### src/rtl/regfile_settings.svh
`ifndef REGFILE_SETTINGS_SVH
`define REGFILE_SETTINGS_SVH

// architectural register index, 32 entries per bank.
`define REG_WIDTH 5

// reorder buffer tag.
`define ROB_WIDTH 4

// accumulator lanes at the top of the floating-point bank.
`define N_ACC 2

// cycles from an accepted request to the accumulator write.
`define ACC_LATENCY 6

`endif

### src/rtl/regfile_pkg.sv
`include "regfile_settings.svh"

package regfile_pkg;

	// one register entry, also the shape of an operand read.
	typedef struct packed {
		logic valid;
		logic [`ROB_WIDTH-1:0] tag;
		logic [31:0] data;
	} reg_entry_t;

	// register fields of the instruction at issue.
	typedef struct packed {
		logic [`REG_WIDTH-1:0] r0;
		logic [`REG_WIDTH-1:0] r1;
		logic [`REG_WIDTH-1:0] r2;
		logic r0_fp;
		logic r1_fp;
		logic r2_fp;
	} inst_regs_t;

	// commit from the reorder buffer, fp selects the bank.
	typedef struct packed {
		logic valid;
		logic [`REG_WIDTH-1:0] arch_num;
		logic fp;
		logic [`ROB_WIDTH-1:0] tag;
		logic [31:0] data;
	} commit_t;

	// accumulate request, transfers when valid and ready are both high.
	typedef struct packed {
		logic valid;
		logic [31:0] data;
	} acc_req_t;

endpackage

### src/rtl/dispatch_router.sv
`include "regfile_settings.svh"

module dispatch_router (
	input regfile_pkg::inst_regs_t inst,
	input logic issue,
	input logic [`ROB_WIDTH-1:0] issue_tag,
	input regfile_pkg::commit_t commit,
	output logic gpr_issue,
	output logic fpr_issue,
	output regfile_pkg::commit_t gpr_commit,
	output regfile_pkg::commit_t fpr_commit,
	input regfile_pkg::reg_entry_t gpr_rd[2],
	input regfile_pkg::reg_entry_t fpr_rd[2],
	output regfile_pkg::reg_entry_t operands[2]
);
	logic [1:0] rd_fp;
	logic [1:0] fwd_hit;
	regfile_pkg::reg_entry_t picked[2];

	assign rd_fp = {inst.r2_fp, inst.r1_fp};

	// destination class picks the bank that sees the issue.
	assign gpr_issue = issue && !inst.r0_fp;
	assign fpr_issue = issue && inst.r0_fp;

	always_comb begin
		gpr_commit = commit;
		gpr_commit.valid = commit.valid && !commit.fp;
		fpr_commit = commit;
		fpr_commit.valid = commit.valid && commit.fp;
	end

	for (genvar i = 0; i < 2; i++) begin : g_operand
		assign picked[i] = rd_fp[i] ? fpr_rd[i] : gpr_rd[i];

		// same-cycle commit of the producer completes the operand.
		assign fwd_hit[i] = !picked[i].valid && commit.valid
			&& commit.fp == rd_fp[i] && commit.tag == picked[i].tag;

		always_comb begin
			operands[i] = picked[i];
			if (fwd_hit[i]) begin
				operands[i].valid = 1'b1;
				operands[i].data = commit.data;
			end
		end
	end

endmodule

### config.mk
export PLATFORM = sky130hd
export DESIGN_NAME = dispatch_router
export DESIGN_NICKNAME = d
export VERILOG_FILES = /design/src/rtl/regfile_pkg.sv /design/src/rtl/dispatch_router.sv
export VERILOG_INCLUDE_DIRS = /design/src /design/src/rtl
export SDC_FILE = /design/constraint.sdc
export NUM_CORES = 1
export LEC_CHECK = 0
export BUFFER_PORTS_ARGS = -buffer_cell sky130_fd_sc_hd__buf_2
export CORE_AREA = 2 2 144 146
export DETAILED_ROUTE_END_ITERATION = 12
export DIE_AREA = 0 0 146 148
export PLACE_DENSITY_LB_ADDON = 0.25
export SLEW_MARGIN = 40
export SYNTH_ARGS = -nofsm -noshare
export SYNTH_HDL_FRONTEND = slang
export SYNTH_SLANG_ARGS = --single-unit
### constraint.sdc
create_clock -name vclk -period 2.31
set_input_delay 0.3465 -clock vclk [all_inputs]
set_output_delay 0.3465 -clock vclk [all_outputs]
set_load 0.05 [all_outputs]
==> flow_summary.toml <==
[run_status]
run_status = "finished with violations"
failed_checks = "setup timing"

[power]
power_density_nw_per_um2 = 323
leakagePower_nw = 2.40
finalPower_mw = 1.50
irDropWorstVdd_v = 0.000106

[yosys]
distinct_cells_synth = 15
syn_avg_cell_area_um2 = 9.72
mappedNetlistArea_um2 = 2530
syn_inst = 260
synth_warnings = 0
synth_top_cell_area_share = 0.561
synth.top_cells.by_count = "126 x mux2_2, 84 x buf_4, 10 x mux2_4"
cell_with_the_most_instances_after_synthesis = "mux2_2"
synth_top_cells_by_area = "mux2_2 56%, buf_4 25%, mux2_4 5.9%"
fraction_of_the_yosys_area_taken_by_sequential_cells = 0
yosysTopAreaCell = "mux2_2"
net_count_of_the_mapped_netlist = 474

[grt]
vias_in_the_first_global_route = 2796
grt.met3_usage = 0.0105
total_grt_overflow = 0
grt_max_degree = 18
groute.layer.met2.usage = 0.184
grt_first_pass_wirelength_um = 15500
gr-usage-all-layers = 0.0897
groute.layer.met1.usage = 0.103
top_usage_layer = "met2"
number_of_antenna_violations_at_the_first_check_in_global_routing = 0

[layout]
synthToLayoutAreaGrowth_pct = 84.1
sequential_cell_total = 0
layout-drive-gt1-share = 0.966
finish.net_count = 741
num-clock-buffers = 0
antennaDiodeCount = 0
final_core_utilization = 0.232
layout.area.seq_um2 = 0
final_cell_area_um2 = 4650
nFillCells = 2236
area_used_by_multi_input_combinational_logic_um2 = 1850

[setup_path]
critPathRequiredTime_ns = 1.96
timing.critical_path.cells = "buf_8 -> mux2_4 -> xor2_1 -> nor3_2 -> buf_4 -> nand4_4 -> buf_6 -> buf_12 -> mux2_4 -> buf_8"
worstSetupStartpointType = "primary input"
setup.worst_path.end_class = "primary output"
crit_slowest_cell = "mux2_4"
worst-setup-path-type = "primary input to primary output"
max_stage_delay_ns = 0.31
cp.arrival_ns = 2.12
worstPathMaxFanout = 9

[floorplan]
design.core.area_um2 = 20000
initial_utilization = 0.126
die_height_um = 148
die_width_um = 146
ios = 376
floorplan.die_area_um2 = 21600
floorplan.rows = 52

[timing]
slew_violations = 0
fin_crit_ns = 2.47
slew_headroom = 0.763
rsz0062_at_grt = "yes"
timing.final.hold_violations = 0
timing.fmax_mhz = 405
layout_setup_ws_ns = -0.156
worst_slew_pin_slew_ns = 0.352
finalSetupViolations = 65
timing.final.crit_share = 1.07

[routing]
via_count = 2850
wl_um = 11300
post_drt_wl_per_cell_um = 14.3
postRouteAntennaNets = 0
drt_first_pass_iters = 4
drt_via_density = 3.58
drt_drc_violations_left = 0
initialDrtViolationCount = 16

[placement]
dpl.hpwl_um = 8950
placedInstanceArea_um2 = 4010
gpl.final_weighted_congestion = 0.713
buffer_ports.inserted = 342

[job]
drv.max_cap_violation_count = 0

[worst_hold_path]
min-delay-path-class = "primary input to primary output"
holdPathStages = 0

[clock_tree]
ctsHoldBuffers = 0
cells by family after synthesis:
group | Yosys count | synth area share
xor+xnor | 8 | 0.0277
compound gates | 2 | 0.00396
buf+inv | 98 | 0.294
mux | 138 | 0.629
simple gates | 14 | 0.0455
where the power goes:
part / switching, mW / total, mW / internal [mW]
Clock: 0 / 0 / 0
Sequential: 0 / 0 / 0
Combinational: 0.926 / 1.50 / 0.576
path summary, 6_finish.rpt:
kind                        from  slack [ns]        endpoint
worst max-delay path     inst[0]       -0.16    operands[12]
worst min-delay path  commit[40]        0.69  fpr_commit[40]
metrics by stage:
| step | setup slack (ns) | instances | hold WS [ns] | TNS [ns] |
|---|---|---|---|---|
| floorplan | -0.00668 | 260 | 0.860 | -0.0504 |
| global placement | -0.284 | 787 | 0.694 | -14.12 |
| detailed placement | -0.261 | 787 | 0.694 | -14.04 |
| CTS | -0.204 | 793 | 0.694 | -10.44 |
| global route | -0.243 | 795 | 0.693 | -13.03 |
| finish | -0.156 | 795 | 0.693 | -7.65 |
worst max-delay path: cells and delay by family:
kind                   cells  cell delay [ns]
XOR/XNOR                   1             0.15
multiplexers               2             0.61
buffers and inverters      5             0.70
AND/OR/NAND/NOR            2             0.29
layout make-up:
class,count,share of cell area
repair buffers,363,0.530
multi-input cells,162,0.397
well taps,270,0.0726
placed cells by master (no fill, tap or decap), drive strengths merged:
cell    instances
and2            2
mux2i           2
o21ai           2
nor2b           2
xnor2           2
buf           362
nor3            2
mux2          136
or3             2
nand4           2
nand2           4
xor2            6
clkbuf          1
metal layers:
layer  part of all wire  wire length [um]
met5                  0                 0
met4             0.0075                85
met3              0.075               855
met2               0.55              6200
met1               0.37              4190
timing repair:
action,4_1_cts,5_1_grt
setup endpoints to repair,66,66
cloned,2,1
hold endpoints to repair,0,0
resized for setup,142,20
setup buffers,4,2
pin swaps,0,0
Power figures use the tool's default switching activity.
