`src/rtl/regfile_settings.svh`:
```
`ifndef REGFILE_SETTINGS_SVH
`define REGFILE_SETTINGS_SVH

// architectural register index, 32 entries per bank.
`define REG_WIDTH 5

// reorder buffer tag.
`define ROB_WIDTH 4

// accumulator lanes at the top of the floating-point bank.
`define N_ACC 2

// cycles from an accepted request to the accumulator write.
`define ACC_LATENCY 6

`endif

```
`src/rtl/regfile_pkg.sv`:
```
`include "regfile_settings.svh"

package regfile_pkg;

	// one register entry, also the shape of an operand read.
	typedef struct packed {
		logic valid;
		logic [`ROB_WIDTH-1:0] tag;
		logic [31:0] data;
	} reg_entry_t;

	// register fields of the instruction at issue.
	typedef struct packed {
		logic [`REG_WIDTH-1:0] r0;
		logic [`REG_WIDTH-1:0] r1;
		logic [`REG_WIDTH-1:0] r2;
		logic r0_fp;
		logic r1_fp;
		logic r2_fp;
	} inst_regs_t;

	// commit from the reorder buffer, fp selects the bank.
	typedef struct packed {
		logic valid;
		logic [`REG_WIDTH-1:0] arch_num;
		logic fp;
		logic [`ROB_WIDTH-1:0] tag;
		logic [31:0] data;
	} commit_t;

	// accumulate request, transfers when valid and ready are both high.
	typedef struct packed {
		logic valid;
		logic [31:0] data;
	} acc_req_t;

endpackage

```
`src/rtl/accum_pipe.sv`:
```
`include "regfile_settings.svh"

module accum_pipe (
	input logic clk,
	input logic reset,
	input regfile_pkg::acc_req_t req,
	output logic ready,
	input logic [31:0] base,
	output logic result_valid,
	output logic [31:0] result
);
	localparam int count_width = $clog2(`ACC_LATENCY) + 1;

	logic [count_width-1:0] count;
	logic accept;
	logic [31:0] operand_a;
	logic [31:0] sum_q;
	logic [31:0] delay_q[`ACC_LATENCY-1];

	// a new request may enter on the cycle the previous result is due.
	assign ready = count <= count_width'(1);
	assign accept = req.valid && ready;
	assign result_valid = count == count_width'(1);
	assign result = delay_q[`ACC_LATENCY-2];

	// take the in-flight sum, the register has not been written yet.
	assign operand_a = result_valid ? result : base;

	always_ff @(posedge clk) begin
		if (reset) begin
			count <= '0;
		end else if (accept) begin
			count <= count_width'(`ACC_LATENCY);
		end else if (count != '0) begin
			count <= count - count_width'(1);
		end
	end

	// adder output register, then the remaining stages of the latency.
	always_ff @(posedge clk) begin
		sum_q <= operand_a + req.data;
		delay_q[0] <= sum_q;
		for (int i = 1; i < `ACC_LATENCY - 1; i++) begin
			delay_q[i] <= delay_q[i-1];
		end
	end

	// result pulse is a single cycle per accepted request.
	assert property (@(posedge clk) disable iff (reset)
		result_valid && !accept |=> !result_valid);

	// a waiting request holds still until the lane takes it.
	assert property (@(posedge clk) disable iff (reset)
		req.valid && !ready |=> req.valid && req.data == $past(req.data));

endmodule

```
`src/rtl/register_bank.sv`:
```
`include "regfile_settings.svh"

module register_bank #(
	parameter int num_acc = 0
) (
	input logic clk,
	input logic reset,
	input logic issue,
	input logic [`ROB_WIDTH-1:0] issue_tag,
	input logic [`REG_WIDTH-1:0] issue_reg,
	input regfile_pkg::commit_t commit,
	input logic [`REG_WIDTH-1:0] rd_reg[2],
	output regfile_pkg::reg_entry_t rd[2],
	input regfile_pkg::acc_req_t acc_req[(num_acc == 0) ? 1 : num_acc],
	output logic acc_ready[(num_acc == 0) ? 1 : num_acc]
);
	localparam int n_entries = 2 ** `REG_WIDTH;
	localparam int n_lanes = (num_acc == 0) ? 1 : num_acc;
	// accumulators occupy the top entries.
	localparam int acc_base = n_entries - num_acc;

	regfile_pkg::reg_entry_t entries[n_entries];
	logic acc_valid[n_lanes];
	logic [31:0] acc_result[n_lanes];
	logic [n_entries-1:0] tag_busy;

	// operand reads are combinational.
	assign rd[0] = entries[rd_reg[0]];
	assign rd[1] = entries[rd_reg[1]];

	if (num_acc > 0) begin : g_lanes
		for (genvar j = 0; j < num_acc; j++) begin : g_lane
			accum_pipe i_accum_pipe (
				.clk(clk),
				.reset(reset),
				.req(acc_req[j]),
				.ready(acc_ready[j]),
				.base(entries[acc_base + j].data),
				.result_valid(acc_valid[j]),
				.result(acc_result[j])
			);
		end
	end else begin : g_no_lanes
		// no accumulators in this bank.
		assign acc_ready[0] = 1'b0;
		assign acc_valid[0] = 1'b0;
		assign acc_result[0] = 32'd0;
	end

	for (genvar i = 0; i < n_entries; i++) begin : g_entry
		regfile_pkg::reg_entry_t entry_q;
		logic issue_hit;
		logic tag_match;
		logic data_hit;
		logic acc_write;
		logic [31:0] acc_value;

		assign issue_hit = issue && issue_reg == `REG_WIDTH'(i);
		assign tag_match = commit.valid && entry_q.tag == commit.tag;
		// data lands only while the entry still waits.
		assign data_hit = commit.valid && !entry_q.valid
			&& commit.arch_num == `REG_WIDTH'(i);

		if (i >= acc_base) begin : g_acc
			assign acc_write = acc_valid[i - acc_base];
			assign acc_value = acc_result[i - acc_base];
		end else begin : g_plain
			assign acc_write = 1'b0;
			assign acc_value = 32'd0;
		end

		always_ff @(posedge clk) begin
			if (reset) begin
				entry_q.valid <= 1'b1;
				entry_q.data <= 32'd0;
			end else begin
				// issue beats commit on the valid bit.
				if (issue_hit) begin
					entry_q.valid <= 1'b0;
				end else if (tag_match) begin
					entry_q.valid <= 1'b1;
				end

				// accumulator write beats commit data.
				if (acc_write) begin
					entry_q.data <= acc_value;
				end else if (data_hit) begin
					entry_q.data <= commit.data;
				end
			end

			if (issue_hit) begin
				entry_q.tag <= issue_tag;
			end
		end

		assign entries[i] = entry_q;
		assign tag_busy[i] = !entry_q.valid && entry_q.tag == issue_tag;
	end

	// the ROB never hands out a tag that an entry still waits on.
	assert property (@(posedge clk) disable iff (reset)
		issue |-> tag_busy == '0);

endmodule

```
`config.mk`:
```
export PLATFORM = sky130hd
export DESIGN_NAME = register_bank
export DESIGN_NICKNAME = d
export VERILOG_FILES = /design/src/rtl/regfile_pkg.sv /design/src/rtl/accum_pipe.sv /design/src/rtl/register_bank.sv
export VERILOG_INCLUDE_DIRS = /design/src /design/src/rtl
export SDC_FILE = /design/constraint.sdc
export NUM_CORES = 2
export LEC_CHECK = 0
export BUFFER_PORTS_ARGS = -buffer_cell sky130_fd_sc_hd__buf_4
export CAP_MARGIN = 40
export CORE_UTILIZATION = 55
export DETAILED_ROUTE_END_ITERATION = 6
export PLACE_DENSITY_LB_ADDON = 0.25
export SLEW_MARGIN = 20
export SYNTH_ARGS = -nofsm -noshare
export SYNTH_HDL_FRONTEND = slang
export SYNTH_SLANG_ARGS = --single-unit
```
`constraint.sdc`:
```
create_clock -name clk -period 2.1 [get_ports clk]
set_input_delay 0.315 -clock clk [delete_from_list [all_inputs] [get_ports clk]]
set_output_delay 0.315 -clock clk [all_outputs]
set_load 0.005 [all_outputs]
```
==> results_dict.tcl <==
set metrics [dict create \
    fp-row-count 123 \
    clockRootBuffer "clkbuf_16" \
    cp-start-kind "flip-flop" \
    dp_cells 9233 \
    drc 13 \
    setup_tns_ns -23.55 \
    via_count 61900 \
    skew_ns 0.0277 \
    synth_cell_types 32 \
    path_cells "mux2i_1 -> a22o_1 -> nor3_2 -> a31oi_1 -> buf_4 -> nand3_4 -> buf_6" \
    cp.arrival_ns 2.29 \
    synth-edff-count 128 \
    core_area_mm2 0.112 \
    gr-total-overflow 0 \
    ys_warn_count 0 \
    stdcell_count 9529 \
    syn_area_per_cell_um2 8.02 \
    largest_reg_flops 1184 \
    clock-sinks 1184 \
    die_w_um 338 \
    whs_path_depth 1 \
    grt_max_degree 83 \
    critPathKind "flip-flop to primary output" \
    fin_ws_ns -0.509 \
    grt_pass1_vias 60000 \
    vias_per_cell 6.49 \
    synth-seq-cells 1184 \
    min_from "issue_tag[2]" \
    cp_data_required_time_ns 1.78 \
    vdd_drop_max_mv 0.793 \
    synthFlopType "dfxtp_1" \
    crit_path_max_incr_delay_ns 0.34 \
    finalInstanceArea_mm2 0.0771 \
    first_pass_iters 7 \
    timing.slew.headroom_pct 59.0 \
    cts_tree "built" \
    violations "DRC, setup timing" \
    hold_viol 0 \
    r2r-start "entries[591]$_SDFFE_PP1P_" \
    htree_levels 4 \
    path_max_fanout 3 \
    syn_area_mm2 0.0622 \
    fin_util_pct 68.6 \
    clk_pin_slew_ns 0.07 \
    tightestPinTransition_ns 0.612 \
    period_needed_ns 2.61 \
    ys_seq_area_share_pct 40.2 \
    crit_start "entries[1062]$_SDFFE_PP0P_" \
    crit_cells 7 \
    globalplace.congestion 0.977 \
    p_per_area_mw_per_mm2 701 \
    slew_violations 0 \
    synth.top_cell.area_share_pct 34.0 \
    antenna_found_initial 10 \
    reg2reg_depth 5 \
    start_util_pct 55.4 \
    grt_pass1_wl_um 365000 \
    die_area_mm2 0.114 \
    setup-violations-final 74 \
    critPathBufInv 2 \
    wl_per_cell_um 26.0 \
    crit_family "buffers and inverters" \
    dpl_cell_area_mm2 0.0693 \
    synth_nets 7855 \
    fin_nets 8015 \
    numPortBuffers 137 \
    max_freq_mhz 383 \
    ctsLongestPathBuffers 3 \
    async_flop_share_pct 0 \
    drt_iter0_markers 7859 \
    grtUsageTotal_pct 41.5 \
    die_h_um 338 \
    endpoint_kind "primary output" \
    layout-drive-gt1-share_pct 18.0 \
    fillers 8654 \
    yosysTopAreaCell "dfxtp_1" \
    synthCells 7757 \
    crit_slowest_cell "dfxtp_2" \
    ant_nets 0 \
    post-place-ws_ns -0.662 \
    ios 173 \
    synthToLayoutAreaGrowth_pct 23.9 \
    cts_made_buffers 130 \
    maxCapViolCount 0 \
    rsz0062_at_grt "true" \
    clock_latency_ns 0.77 \
    dp_hpwl_um 149000 \
    power.leakage_nw 29.2 \
    status "finished with violations" \
    routed_wl_um 247000 \
    final.period_utilization_pct 124 \
    synthTopCellsByArea "dfxtp_1 34%, mux2i_1 19%, nand2_1 14%" \
    hold_class "input port to flip-flop" \
]
==> metrics by stage <==
| step | total power [W] | hold slack (ns) |
|---|---|---|
| 2_1_floorplan | 0.0264 | 0.414 |
| 3_3_place_gp | 0.0292 | 0.450 |
| 3_5_place_dp | 0.0293 | 0.459 |
| 4_1_cts | 0.0537 | 0.00517 |
| 5_1_grt | 0.0552 | 0.0265 |
| 6_report | 0.0541 | 0.0373 |
==> placed cells by master (no fill, tap or decap), types with 45 or more instances in the layout <==
cell / synthesis / layout
a22oi_1: 222 / 216
xor2_1: 96 / 96
clkbuf_16: 0 / 138
buf_4: 1 / 447
nand3_4: 0 / 45
mux2i_1: 1184 / 1175
dfxtp_1: 1056 / 857
dfxtp_2: 0 / 192
a31oi_1: 106 / 68
edfxtp_1: 128 / 128
a21oi_1: 1246 / 1246
buf_6: 0 / 91
nand2_1: 2278 / 2276
buf_12: 0 / 194
nor3_2: 8 / 63
a22o_1: 148 / 148
nand3_1: 227 / 142
==> power breakdown <==
part | switching, W | internal [W] | leakage, nW | total (W)
registers | 0.0000450 | 0.0229 | 9.75 | 0.0229
clock network | 0.0100 | 0.0143 | 2.20 | 0.0243
logic | 0.00405 | 0.00278 | 17.2 | 0.00684
total | 0.0141 | 0.0400 | 29.2 | 0.0541
==> per-layer routing <==
layer  vias up  routed length (um)  GRT usage, %  part of all wire, %
li1      27100                   -             -                    -
met4        10               20800          30.7                  8.4
met1     29300               87900          50.3                   36
met5         -                  52             0                0.021
met3      1231               31600          10.7                   13
met2      4215              107000          63.5                   43
==> cell families (layout without fill, tap and decap cells) <==
| kind of cell | after synthesis | after routing | synth area share [%] |
|---|---|---|---|
| flip-flops | 1184 | 1184 | 40.2 |
| XOR/XNOR | 128 | 128 | 1.80 |
| multiplexers | 1184 | 1184 | 19.1 |
| buffers and inverters | 762 | 1029 | 5.05 |
| other | 1 | 6 | 0.00603 |
| AND/OR/NAND/NOR | 2744 | 2744 | 17.7 |
| AO/OA/AOI/OAI | 1754 | 1754 | 16.2 |
==> final timing paths <==
kind / to / slack (ns)
setup / recovery: rd[26] / -0.51
hold / removal: entries[145]$_DFFE_PP_ / 0.04
setup reg to reg: entries[576]$_SDFFE_PP0P_ / 0.14
hold reg to reg: entries[893]$_SDFFE_PP0P_ / 0.46
==> layout make-up <==
type	instances	area, um^2	share of cell area, %
clock buffer	183	3760	4.87
clock inverter	56	724	0.940
tap	1500	1880	2.43
sequential	1184	25300	32.8
antenna	5	12.5	0.0162
multi-input combinational	5811	36300	47.0
timing repair buffer	790	9200	11.9
==> synthesized netlist by cell type (8+ instances only) <==
cell / count
a21oi_1: 1246
a22o_1: 148
a22oi_1: 222
a31oi_1: 106
buf_1: 28
buf_2: 222
clkbuf_1: 511
dfxtp_1: 1056
edfxtp_1: 128
mux2i_1: 1184
nand2_1: 2278
nand2b_1: 12
nand3_1: 227
nor2_1: 29
nor3_1: 136
nor3_2: 8
o21bai_1: 32
or3_1: 30
xnor2_1: 32
xor2_1: 96
==> what timing repair did <==
item,CTS,global route
setup buffers,27,35
pin swaps,189,128
resized for setup,545,90
gates cloned,4,4
hold buffers,36,0
setup endpoints to repair,74,74
hold endpoints to repair,651,0
Power figures use the tool's default switching activity.
